===== config.mk =====
export PLATFORM = sky130hd
export DESIGN_NAME = vec_dispatcher
export DESIGN_NICKNAME = d
export VERILOG_FILES = /design/src/vec_isa_pkg.sv /design/src/vec_lane_pkg.sv /design/src/vec_dispatcher.sv
export VERILOG_INCLUDE_DIRS = /design/src
export SDC_FILE = /design/constraint.sdc
export NUM_CORES = 1
export LEC_CHECK = 0
export ABC_AREA = 0
export BUFFER_PORTS_ARGS = -buffer_cell sky130_fd_sc_hd__buf_2
export CAP_MARGIN = 20
export CORE_MARGIN = 10
export CORE_UTILIZATION = 38
export DETAILED_ROUTE_END_ITERATION = 7
export PLACE_DENSITY = 0.84
export SLEW_MARGIN = 20
export SYNTH_ARGS = -nofsm -noshare
export SYNTH_HDL_FRONTEND = slang
export SYNTH_SLANG_ARGS = --single-unit

===== constraint.sdc =====
create_clock -name clk_i -period 2 [get_ports clk_i]
set_input_delay 0.2 -clock clk_i [delete_from_list [all_inputs] [get_ports clk_i]]
set_output_delay 0.2 -clock clk_i [all_outputs]
set_load 0.1 [all_outputs]

===== src/vec_unit_cfg.svh =====
//////////////////////////////////////////////////
// Build-time sizes of the vector unit
//////////////////////////////////////////////////

`ifndef VEC_UNIT_CFG_SVH
`define VEC_UNIT_CFG_SVH

//////////////////////////////////////////////////
// Lane array

// Number of lanes, power of two from 1 to 8
`define VEC_NR_LANES 4

//////////////////////////////////////////////////
// Register file geometry

// Element width in bits
`define VEC_ELEN 32

// Elements of each register held by one lane
`define VEC_ELEMS_PER_LANE 4

// Architectural vector registers, 3-bit index
`define VEC_NR_VREGS 8

`endif


===== src/vec_isa_pkg.sv =====
//////////////////////////////////////////////////
// Instruction word encodings and opcodes
//////////////////////////////////////////////////

`default_nettype none

`include "vec_unit_cfg.svh"

package vec_isa_pkg;

  localparam int unsigned INSN_W    = 64;
  localparam int unsigned REG_IDX_W = $clog2(`VEC_NR_VREGS);

  typedef logic [REG_IDX_W-1:0] vreg_idx_t;
  typedef logic [`VEC_ELEN-1:0] elem_t;

  // Opcode field, top nibble of every instruction
  typedef enum logic [3:0] {
    OP_VADD    = 4'h0,
    OP_VAND    = 4'h1,
    OP_VSPLAT  = 4'h2,
    OP_VMV_XS  = 4'h3,
    OP_VREDSUM = 4'h4
  } vec_op_e;

  //////////////////////////////////////////////////
  // Two views of the same 64-bit word

  // Register-register form
  typedef struct packed {
    vec_op_e                        opcode;
    vreg_idx_t                      vd;
    vreg_idx_t                      vs1;
    vreg_idx_t                      vs2;
    logic [INSN_W-4-3*REG_IDX_W-1:0] pad;
  } insn_vv_t;

  // Scalar operand form, scalar in the low word
  typedef struct packed {
    vec_op_e                                opcode;
    vreg_idx_t                              vd;
    logic [INSN_W-4-REG_IDX_W-`VEC_ELEN-1:0] pad;
    elem_t                                  scalar;
  } insn_vx_t;

  typedef union packed {
    insn_vv_t vv;
    insn_vx_t vx;
  } vec_insn_u;

endpackage : vec_isa_pkg

`default_nettype wire


===== src/vec_lane_pkg.sv =====
//////////////////////////////////////////////////
// Sequencer to lane request, lane result
//////////////////////////////////////////////////

`default_nettype none

package vec_lane_pkg;

  // Broadcast to every lane for one instruction
  typedef struct packed {
    vec_isa_pkg::vec_op_e   op;
    vec_isa_pkg::vreg_idx_t vd;
    vec_isa_pkg::vreg_idx_t vs1;
    // Also the source for move and reduction
    vec_isa_pkg::vreg_idx_t vs2;
    vec_isa_pkg::elem_t     scalar;
  } lane_req_t;

  //////////////////////////////////////////////////
  // Per-lane completion

  // Partial sum and element 0 both come from vs2
  // and stay put until the next start
  typedef struct packed {
    logic               done;
    vec_isa_pkg::elem_t partial;
    vec_isa_pkg::elem_t elem0;
  } lane_res_t;

endpackage : vec_lane_pkg

`default_nettype wire


===== src/vec_dispatcher.sv =====
//////////////////////////////////////////////////
// Host req/ack handshake, decode, scalar response
//////////////////////////////////////////////////

`timescale 1ns/1ps
`default_nettype none

module vec_dispatcher (
  input  logic                    clk_i,
  input  logic                    reset_i,
  // Host side
  input  vec_isa_pkg::vec_insn_u  insn_i,
  input  logic                    req_i,
  output logic                    ack_o,
  output vec_isa_pkg::elem_t      resp_o,
  // Sequencer side
  output vec_lane_pkg::lane_req_t issue_o,
  output logic                    issue_valid_o,
  input  logic                    issue_done_i,
  // Scalar sources
  input  vec_isa_pkg::elem_t      elem0_i,
  input  vec_isa_pkg::elem_t      sum_i
);

  typedef enum logic [1:0] {
    ST_IDLE,
    ST_ISSUE,
    ST_WAIT,
    ST_ACK
  } state_e;

  state_e                  state_q;
  vec_lane_pkg::lane_req_t dec;
  vec_lane_pkg::lane_req_t issue_q;
  vec_isa_pkg::elem_t      resp_q;

  //////////////////////////////////////////////////
  // Decode

  // Opcode picks which view of the union is live
  always_comb begin
    dec    = '0;
    dec.op = insn_i.vv.opcode;
    dec.vd = insn_i.vv.vd;
    case (insn_i.vv.opcode)
      vec_isa_pkg::OP_VSPLAT: dec.scalar = insn_i.vx.scalar;
      default: begin
        dec.vs1 = insn_i.vv.vs1;
        dec.vs2 = insn_i.vv.vs2;
      end
    endcase
  end

  //////////////////////////////////////////////////
  // Handshake FSM

  always_ff @(posedge clk_i) begin
    if (reset_i) begin
      state_q <= ST_IDLE;
    end else begin
      case (state_q)
        ST_IDLE:  if (req_i) state_q <= ST_ISSUE;
        ST_ISSUE: state_q <= ST_WAIT;
        ST_WAIT:  if (issue_done_i) state_q <= ST_ACK;
        // Hold ack until the host lets go
        ST_ACK:   if (!req_i) state_q <= ST_IDLE;
        default:  state_q <= ST_IDLE;
      endcase
    end
  end

  always_ff @(posedge clk_i) begin
    if (state_q == ST_IDLE && req_i) begin
      issue_q <= dec;
    end
    if (state_q == ST_WAIT && issue_done_i) begin
      case (issue_q.op)
        vec_isa_pkg::OP_VMV_XS:  resp_q <= elem0_i;
        vec_isa_pkg::OP_VREDSUM: resp_q <= sum_i;
        default:                 resp_q <= '0;
      endcase
    end
  end

  assign issue_o       = issue_q;
  assign issue_valid_o = (state_q == ST_ISSUE);
  assign ack_o         = (state_q == ST_ACK);
  assign resp_o        = resp_q;

  // Ack only ever answers a live request
  assert property (@(posedge clk_i) disable iff (reset_i) $rose(ack_o) |-> $past(req_i))
    else $error("ack_o rose while req_i was low");

endmodule : vec_dispatcher

`default_nettype wire


; After elaboration in Yosys (flattened, before gate mapping)
; Index checks and enable logic that the tools add are counted.
[totals]
ff_bits = 79
elab_cells = 25
output_inout_bits = 79
inputBits = 132
[classes]
eq_ne = 9
muxes = 5
reduce_logical = 4
[op_table]
columns = op, count
row1 = 32-bit one-hot mux with 2 select lines, 1
row2 = 4-bit by 2-bit equality test with 1-bit output (second input constant), 2
row3 = 2-bit one-hot mux with 4 select lines, 1
row4 = 2-bit 2-to-1 mux, 3
row5 = 2-bit inequality test (second input constant), 3
row6 = 2-bit equality test (second input constant), 2
row7 = 4-bit by 3-bit equality test with 1-bit output (second input constant), 1
row8 = 3-bit AND reduction, 1
row9 = 2-bit by 1-bit equality test with 1-bit output (second input constant), 1
row10 = 1-bit logical AND, 2
row11 = 2-bit logical NOT, 1

; Longest topological paths before layout
; Gate-level depths: netlist (run 1).
[depth]
ltp_word = 3
depth_mapped = 5
mapped_depth_nobuf = 5

; Worst setup path after synthesis (run 1)
; Ideal clock, no wire load.
[synth_path]
path_kind = register to register
start = register state_q[1]
end = register issue_q, in the netlist issue_o[0] (enable)
stages_incl_launch_ff = 4
slack_ns = -0.065
t_arrival_ns = 1.658
required_time_ns = 1.593
setup_ns = 0.407
n_path_buf = 0
synth_period_minus_slack_ns = 2.065
path_cell_list = dfxtp_1 -> inv_1 -> ha_1 -> and2_1
[synth_between]
elab_chain_cells = 2
[synth_rtl]
columns = item, line
row1 = start: declaration, vec_dispatcher.sv:32  ; state_e state_q;
row2 = start signal: assignment, vec_dispatcher.sv:59  ; state_q <= ST_IDLE;
row3 = start signal: assignment, vec_dispatcher.sv:62  ; ST_IDLE: if (req_i) state_q <= ST_ISSUE;
row4 = start signal: assignment, vec_dispatcher.sv:63  ; ST_ISSUE: state_q <= ST_WAIT;
row5 = 2-bit logical NOT, vec_dispatcher.sv:73  ; if (state_q == ST_IDLE && req_i) begin
row6 = 1-bit logical AND, vec_dispatcher.sv:73
row7 = end signal: assignment, vec_dispatcher.sv:74  ; issue_q <= dec;
row8 = end: declaration, vec_dispatcher.sv:34  ; vec_lane_pkg::lane_req_t issue_q;
; No other way between the ends.
; A chain may end at the register's enable or synchronous reset.

; Worst setup path in the final report (run 1)
[layout_path]
start = register issue_q, in the netlist issue_o[44]
end = register resp_q[29], in the netlist resp_o[29] (data pin)
[layout_between]
elab_chain_cells = 2
elab_cells_between_ends = 3
classes_between = eq/ne: 2 / mux: 1
[layout_rtl]
columns = item, line
row1 = 4-bit by 3-bit equality test with 1-bit output / 4-bit by 2-bit equality test with 1-bit output (equally long branches), vec_dispatcher.sv:77  ; case (issue_q.op)
row2 = 32-bit one-hot mux with 2 select lines (*), vec_dispatcher.sv:77
row3 = end signal: assignment, vec_dispatcher.sv:78  ; vec_isa_pkg::OP_VMV_XS: resp_q <= elem0_i;
row4 = end signal: assignment, vec_dispatcher.sv:79  ; vec_isa_pkg::OP_VREDSUM: resp_q <= sum_i;
row5 = end: declaration, vec_dispatcher.sv:35  ; vec_isa_pkg::elem_t resp_q;
; Mark *: on every way between the ends. The rest lies on a longest branch, timed or not.

==> results of run 1 <==
[path summary, 6_finish.rpt]
kind | start | end | slack, ns
worst max-delay path | issue_o[44] | resp_o[29] | 0.42
worst min-delay path | insn_i[58] | issue_o[39] | 0.03
worst max register to register | issue_o[44] | resp_o[29] | 0.42
worst min register to register | state_q[0] | state_q[0] | 0.56
[where the power goes]
group | switching [mW] | total [mW] | internal (mW) | leakage (nW)
clock | 0.566 | 1.40 | 0.833 | 0.114
sequential | 0.103 | 2.34 | 2.24 | 0.755
combinational | 2.68 | 3.13 | 0.449 | 1.13
total | 3.35 | 6.87 | 3.52 | 1.99
[metal layers]
metal  vias up  global-route usage (%)  share of wire, %
met3        19                    8.70                14
met5         -                       0                 0
met4         0                    5.66               2.3
li1       1081                       -                 -
met2       140                    22.2                49
met1      1049                    13.9                35
[cells in the final DEF (no fill, tap or decap)]
master,instances
and2_1,33
and2_2,1
nor3_4,1
a21oi_1,1
nor4b_4,2
and2b_1,2
clkbuf_1,2
buf_12,2
a41o_1,1
clkinv_4,1
ha_1,4
inv_1,3
buf_4,2
nor2b_1,4
nand2b_1,1
clkinvlp_4,1
nor3_1,1
clkbuf_8,9
edfxtp_1,77
a211oi_1,2
dfxtp_1,2
a22o_2,26
a22o_1,6
buf_6,1
nand2_1,1
mux2i_1,1
buf_2,191
bufinv_16,3
[cell families after synthesis]
group,share of synthesized area [%]
DFF,73.9
and+or+nand+nor,9.95
AOI/OAI and AO/OA,10.8
buffers and inverters,3.46
adders and majority gates,1.57
muxes,0.315
[critical path: cells and delay by family (launching register included)]
kind,cells,cell delay (ns)
AOI/OAI and AO/OA,1,0.17
DFF,1,0.48
and+or+nand+nor,1,0.52
buffers and inverters,1,0.27
[registers in the layout, indices dropped and copies added, names as in the netlist]
register	count
issue_o	45
state_q	2
resp_o	32
[area by class of cell]
type / count / area share (%)
Multi-Input combinational cell: 87 / 16.4
Sequential cell: 79 / 52.4
Inverter: 3 / 0.251
Clock inverter: 5 / 2.37
Tap cell: 105 / 2.93
Clock buffer: 11 / 2.93
Timing Repair Buffer: 196 / 22.8
==> impl_metrics.py, run 1 <==
metrics = {
    "timing": {
        "fin_crit_sh_pct": 79.0,
        "fin_worst_skew_ns": 0.0116,
        "setup_violations": 0,
        "max_freq_mhz": 633,
        "finalMaxSlewViolations": 0,
        "fin_crit_ns": 1.58,
        "hold_viol": 0,
        "rsz0062_at_grt": "false",
        "setup_tns_ns": 0,
        "fin_ws_ns": 0.420,
        "hold_ws_ns": 0.0321,
        "max-slew-margin-rel_pct": 64.5,
        "worstMarginPinSlew_ns": 0.531,
    },
    "floorplanning": {
        "row_count": 33,
        "fp.coreArea_mm2": 0.00818,
        "die-area_mm2": 0.0124,
        "io_pins": 211,
        "start_util_pct": 38.9,
        "die_w_um": 112,
        "dieHeight_um": 112,
    },
    "logic_synthesis": {
        "synth-async-reset-ratio_pct": 0,
        "yosys-top-cells-area": "edfxtp_1, a22o_2, and2_1",
        "synth.largest_area_cell": "edfxtp_1",
        "synth_common_cells": "edfxtp_1, and2_1, a22o_2",
        "syn_avg_cell_area_um2": 17.8,
        "synth_seq_cells": 79,
        "yosys_warnings": 0,
        "yosys.cell_count.top_type": "edfxtp_1",
        "synth_largest_type_area_fraction_pct": 72.7,
        "synth_area_mm2": 0.00318,
        "syn-num-nets": 315,
        "yosys_most_used_dff": "edfxtp_1",
        "synth_edf_count": 77,
        "yosys.cell_types.count": 22,
        "synthCells": 179,
        "ys_seq_area_share_pct": 73.9,
    },
    "finish": {
        "fin_area_mm2": 0.00449,
        "nFillCells": 690,
        "instances_no_fill": 486,
        "antennaDiodeCount": 0,
        "drive_above_1_share_pct": 63.0,
        "multi_input_area_um2": 736,
        "seq_area_mm2": 0.00235,
        "syn_to_final_growth_pct": 41.1,
        "fin_util_pct": 54.9,
        "fin_nets": 512,
    },
    "global_routing": {
        "grt_pass1_vias": 2509,
        "grt_use_total_pct": 13.7,
        "antenna_found_initial": 1,
        "grt_max_degree": 43,
        "grt_pass1_wl_mm": 13.5,
        "grt.overflow.total": 0,
    },
    "clock_network": {
        "clock_sinks": 79,
        "hold_buffers": 0,
        "post_cts_buffers": 0,
        "clock_latency_ns": 0.34,
        "clkTransAtPathRegs_ns": 0.08,
        "cts_tree": "done",
        "cts_made_buffers": 9,
        "cts.path.max_buffers": 2,
        "h-tree-depth": 3,
        "cts_resized": 0,
        "clockRootBuffer": "clkbuf_8",
    },
    "critical_path": {
        "crit_slowest_cell": "nor3_4",
        "cp-end-kind": "flop",
        "setup.worst_path.start_class": "flop",
        "required_ns": 2.21,
        "path_class": "flop to flop",
        "cp_max_fo": 20,
        "cp_slowest_stage_delay_ns": 0.52,
        "worstPathCellList": "nor3_4, buf_6, a22o_2",
        "cp.arrival_ns": 1.79,
        "reg2reg_depth": 3,
    },
    "power": {
        "total_leakage_power_nw": 1.99,
        "p_total_mw": 6.87,
        "ir_worst_vdd_v": 0.000722,
        "cellPowerDensity_mw_per_mm2": 1530,
    },
    "route": {
        "drc_errors": 0,
        "vias": 2289,
        "wl_per_cell_um": 18.1,
        "first_pass_iters": 4,
        "ant_nets": 0,
        "drtIter0Drc": 62,
        "viasPerCell": 4.71,
        "route.final.wire_length_mm": 8.81,
    },
    "placed_design": {
        "place_congestion": 0.790,
        "dp_hpwl_mm": 6.95,
        "post-place-ws_ns": 0.0621,
        "placed_cell_area_mm2": 0.00424,
        "port_buffers": 191,
        "dpl.cell_count": 469,
    },
    "min_path": {
        "hold_path_depth": 1,
        "hp-class": "input port to flop",
    },
    "flow_run": {
        "cap_violations": 0,
    },
    "outcome": {
        "status": "finished, final reports clean",
    },
}
Power figures use the tool's default switching activity.
==> run 2: changes to the inputs <==
CORE_UTILIZATION = 42   (was 38)
PLACE_DENSITY = 0.87   (was 0.84)
clock period = 1.5 ns   (was 2 ns; I/O delays follow)
==> run 2 against run 1 <==
Against the previous run:
- design area increased by 4.2%
- critical path depth rose by 2
- core utilization increased by 9.2 points
- total power increased by 31%
- combinational power rose by 41%
- global-route usage grew 2.6 points
- die area is 7.8% lower
- fmax rose by 5.8%
- sequential power grew 34%
==> impl_metrics.py, run 2 (synthesis results as in run 1) <==
metrics = {
    "outcome": {
        "status": "finished, final reports clean",
    },
    "finish": {
        "seq_area_mm2": 0.00235,
        "fin_area_mm2": 0.00468,
        "nFillCells": 568,
        "antennaDiodeCount": 0,
        "drive_above_1_share_pct": 64.5,
        "mostFrequentLayoutCells": "buf_2, edfxtp_1, and2_1, a22o_2, buf_4",
        "fin_nets": 532,
        "largest_reg_flops": 45,
        "syn_to_final_growth_pct": 47.0,
        "final_common_cell": "buf_2",
        "multi_input_area_um2": 771,
        "instances_no_fill": 499,
        "fin_util_pct": 64.1,
    },
    "critical_path": {
        "reg2reg_depth": 5,
        "r2r_setup_slack_ns": 0.007,
        "worst-path-buf-inv": 3,
        "worstPathCellList": "buf_4, nor4b_4, buf_4, clkbuf_16, a22o_2",
        "cp.arrival_ns": 1.59,
        "cp_slowest_stage_delay_ns": 0.43,
        "required_ns": 1.60,
        "cp-end-kind": "flop",
        "setup.worst_path.start_class": "flop",
        "reg2reg_from": "issue_o[43]",
        "rr_endpoint": "resp_o[6]",
        "critPathTopFamily": "buffers and inverters",
        "path_class": "flop to flop",
        "cp_max_fo": 16,
        "crit_slowest_cell": "edfxtp_1",
        "path_common_cell": "buf_4",
    },
    "clock_network": {
        "cts.path.max_buffers": 2,
        "clock_latency_ns": 0.35,
        "cts_made_buffers": 9,
        "clockRootBuffer": "clkbuf_8",
        "clkTransAtPathRegs_ns": 0.09,
        "cts_tree": "done",
        "h-tree-depth": 3,
        "clock_sinks": 79,
    },
    "global_routing": {
        "grt_max_degree": 34,
        "antenna_found_initial": 0,
        "grt_use_total_pct": 16.3,
        "grt.overflow.total": 0,
        "grt_pass1_vias": 2554,
        "grt_pass1_wl_mm": 14.3,
    },
    "placed_design": {
        "placed_cell_area_mm2": 0.00432,
        "dpl.cell_count": 469,
        "dp_hpwl_mm": 7.63,
        "place_congestion": 0.765,
        "port_buffers": 191,
    },
    "route": {
        "vias": 2413,
        "drtIter0Drc": 97,
        "route.final.wire_length_mm": 9.87,
        "wl_per_cell_um": 19.8,
        "first_pass_iters": 4,
        "drc_errors": 0,
        "ant_nets": 0,
        "viasPerCell": 4.84,
    },
    "timing": {
        "hold_viol": 0,
        "max-slew-margin-rel_pct": 64.8,
        "worstMarginPinSlew_ns": 0.532,
        "fin_crit_ns": 1.49,
        "fin_worst_skew_ns": 0.0147,
        "setup_violations": 0,
        "hold_ws_ns": 0.0235,
        "max_freq_mhz": 670,
        "fin_crit_sh_pct": 99.6,
        "finalMaxSlewViolations": 0,
    },
    "floorplanning": {
        "io_pins": 211,
        "die-area_mm2": 0.0115,
        "start_util_pct": 43.6,
        "die_w_um": 107,
        "dieHeight_um": 107,
        "row_count": 31,
        "fp.coreArea_mm2": 0.00729,
    },
    "min_path": {
        "hold_path_depth": 1,
        "min_from": "insn_i[60]",
        "hp-class": "input port to flop",
        "min_to": "issue_o[41]",
    },
    "power": {
        "p_clk_share_pct": 16.4,
        "cellPowerDensity_mw_per_mm2": 1930,
        "p_int_mw": 4.51,
        "p_total_mw": 9.03,
        "swShare_pct": 50.1,
        "ir_worst_vdd_v": 0.00104,
        "p_comb_share_pct": 48.9,
        "p_sw_mw": 4.53,
        "total_leakage_power_nw": 2.08,
        "seqPwrFrac_pct": 34.6,
    },
    "flow_run": {
        "cap_violations": 0,
    },
}
## run 2: cell types whose count changed in the layout (fill, tap and decap cells not counted), sizes merged
cell	delta
buf	+13
bufinv	-2
clkinv	+2
dlygate4sd3	+5
nor3	+1
## run 2: area by class of cell
class                   instances  share of cell area, %
inverters                       3                  0.241
flip-flops and latches         79                   50.3
repair buffers                215                   26.5
clock inverters                 5                   1.07
well taps                      99                   2.65
multi-input cells              88                   16.5
clock buffers                  10                   2.73
## run 2: metrics by stage
| stage | setup slack, ns | setup TNS (ns) |
|---|---|---|
| floorplan | -0.382 | -11.97 |
| global route | -0.0254 | -0.402 |
| global placement | -0.260 | -8.18 |
| CTS | 0.00696 | 0 |
| detailed placement | -0.290 | -8.64 |
| finish | 0.00655 | 0 |
## run 2: layer usage
metal  track usage [%]  wire length (µm)
met1              17.2              3720
met4              6.58               178
met3              7.19              1120
met5                 0                 0
met2              28.0              4860
## run 2: worst max path at each step
stage                      startpoint           to  slack [ns]  cells after the start
after floorplan           issue_o[43]    resp_o[0]       -0.38                      3
after global placement    issue_o[44]    resp_o[2]       -0.26                      2
after detailed placement  issue_o[44]    resp_o[9]       -0.29                      2
after CTS                 issue_o[43]  issue_o[43]       0.007                      2
after global routing      issue_o[43]   resp_o[19]       -0.03                      5
final                     issue_o[43]    resp_o[6]       0.007                      5
## run 2: power by group through the flow
| stage | logic, mW | registers, mW | clock network, mW |
|---|---|---|---|
| after floorplan | 0.665 | 6.00 | 0 |
| after detailed placement | 4.31 | 3.17 | 0 |
| after CTS | 4.40 | 3.14 | 1.51 |
| final | 4.42 | 3.13 | 1.48 |
| after global placement | 4.25 | 3.15 | 0 |
| after global routing | 4.56 | 3.17 | 1.61 |
## run 2: what timing repair did
| action | CTS | global route |
|---|---|---|
| setup buffers | 5 | 3 |
| pin swaps | 2 | 1 |
| gates resized for setup | 5 | 3 |
| cloned | 1 | 1 |
| hold buffers | 5 | 0 |
| endpoints found under the hold margin | 5 | 0 |
| setup endpoints to repair | 35 | 13 |
## run 2: worst reg2reg max path: cells and delay by family, from the launching register on
family / cells / cell delay [ns]
buf+inv: 3 / 0.49
simple gates: 1 / 0.12
compound gates: 1 / 0.20
flops: 1 / 0.43
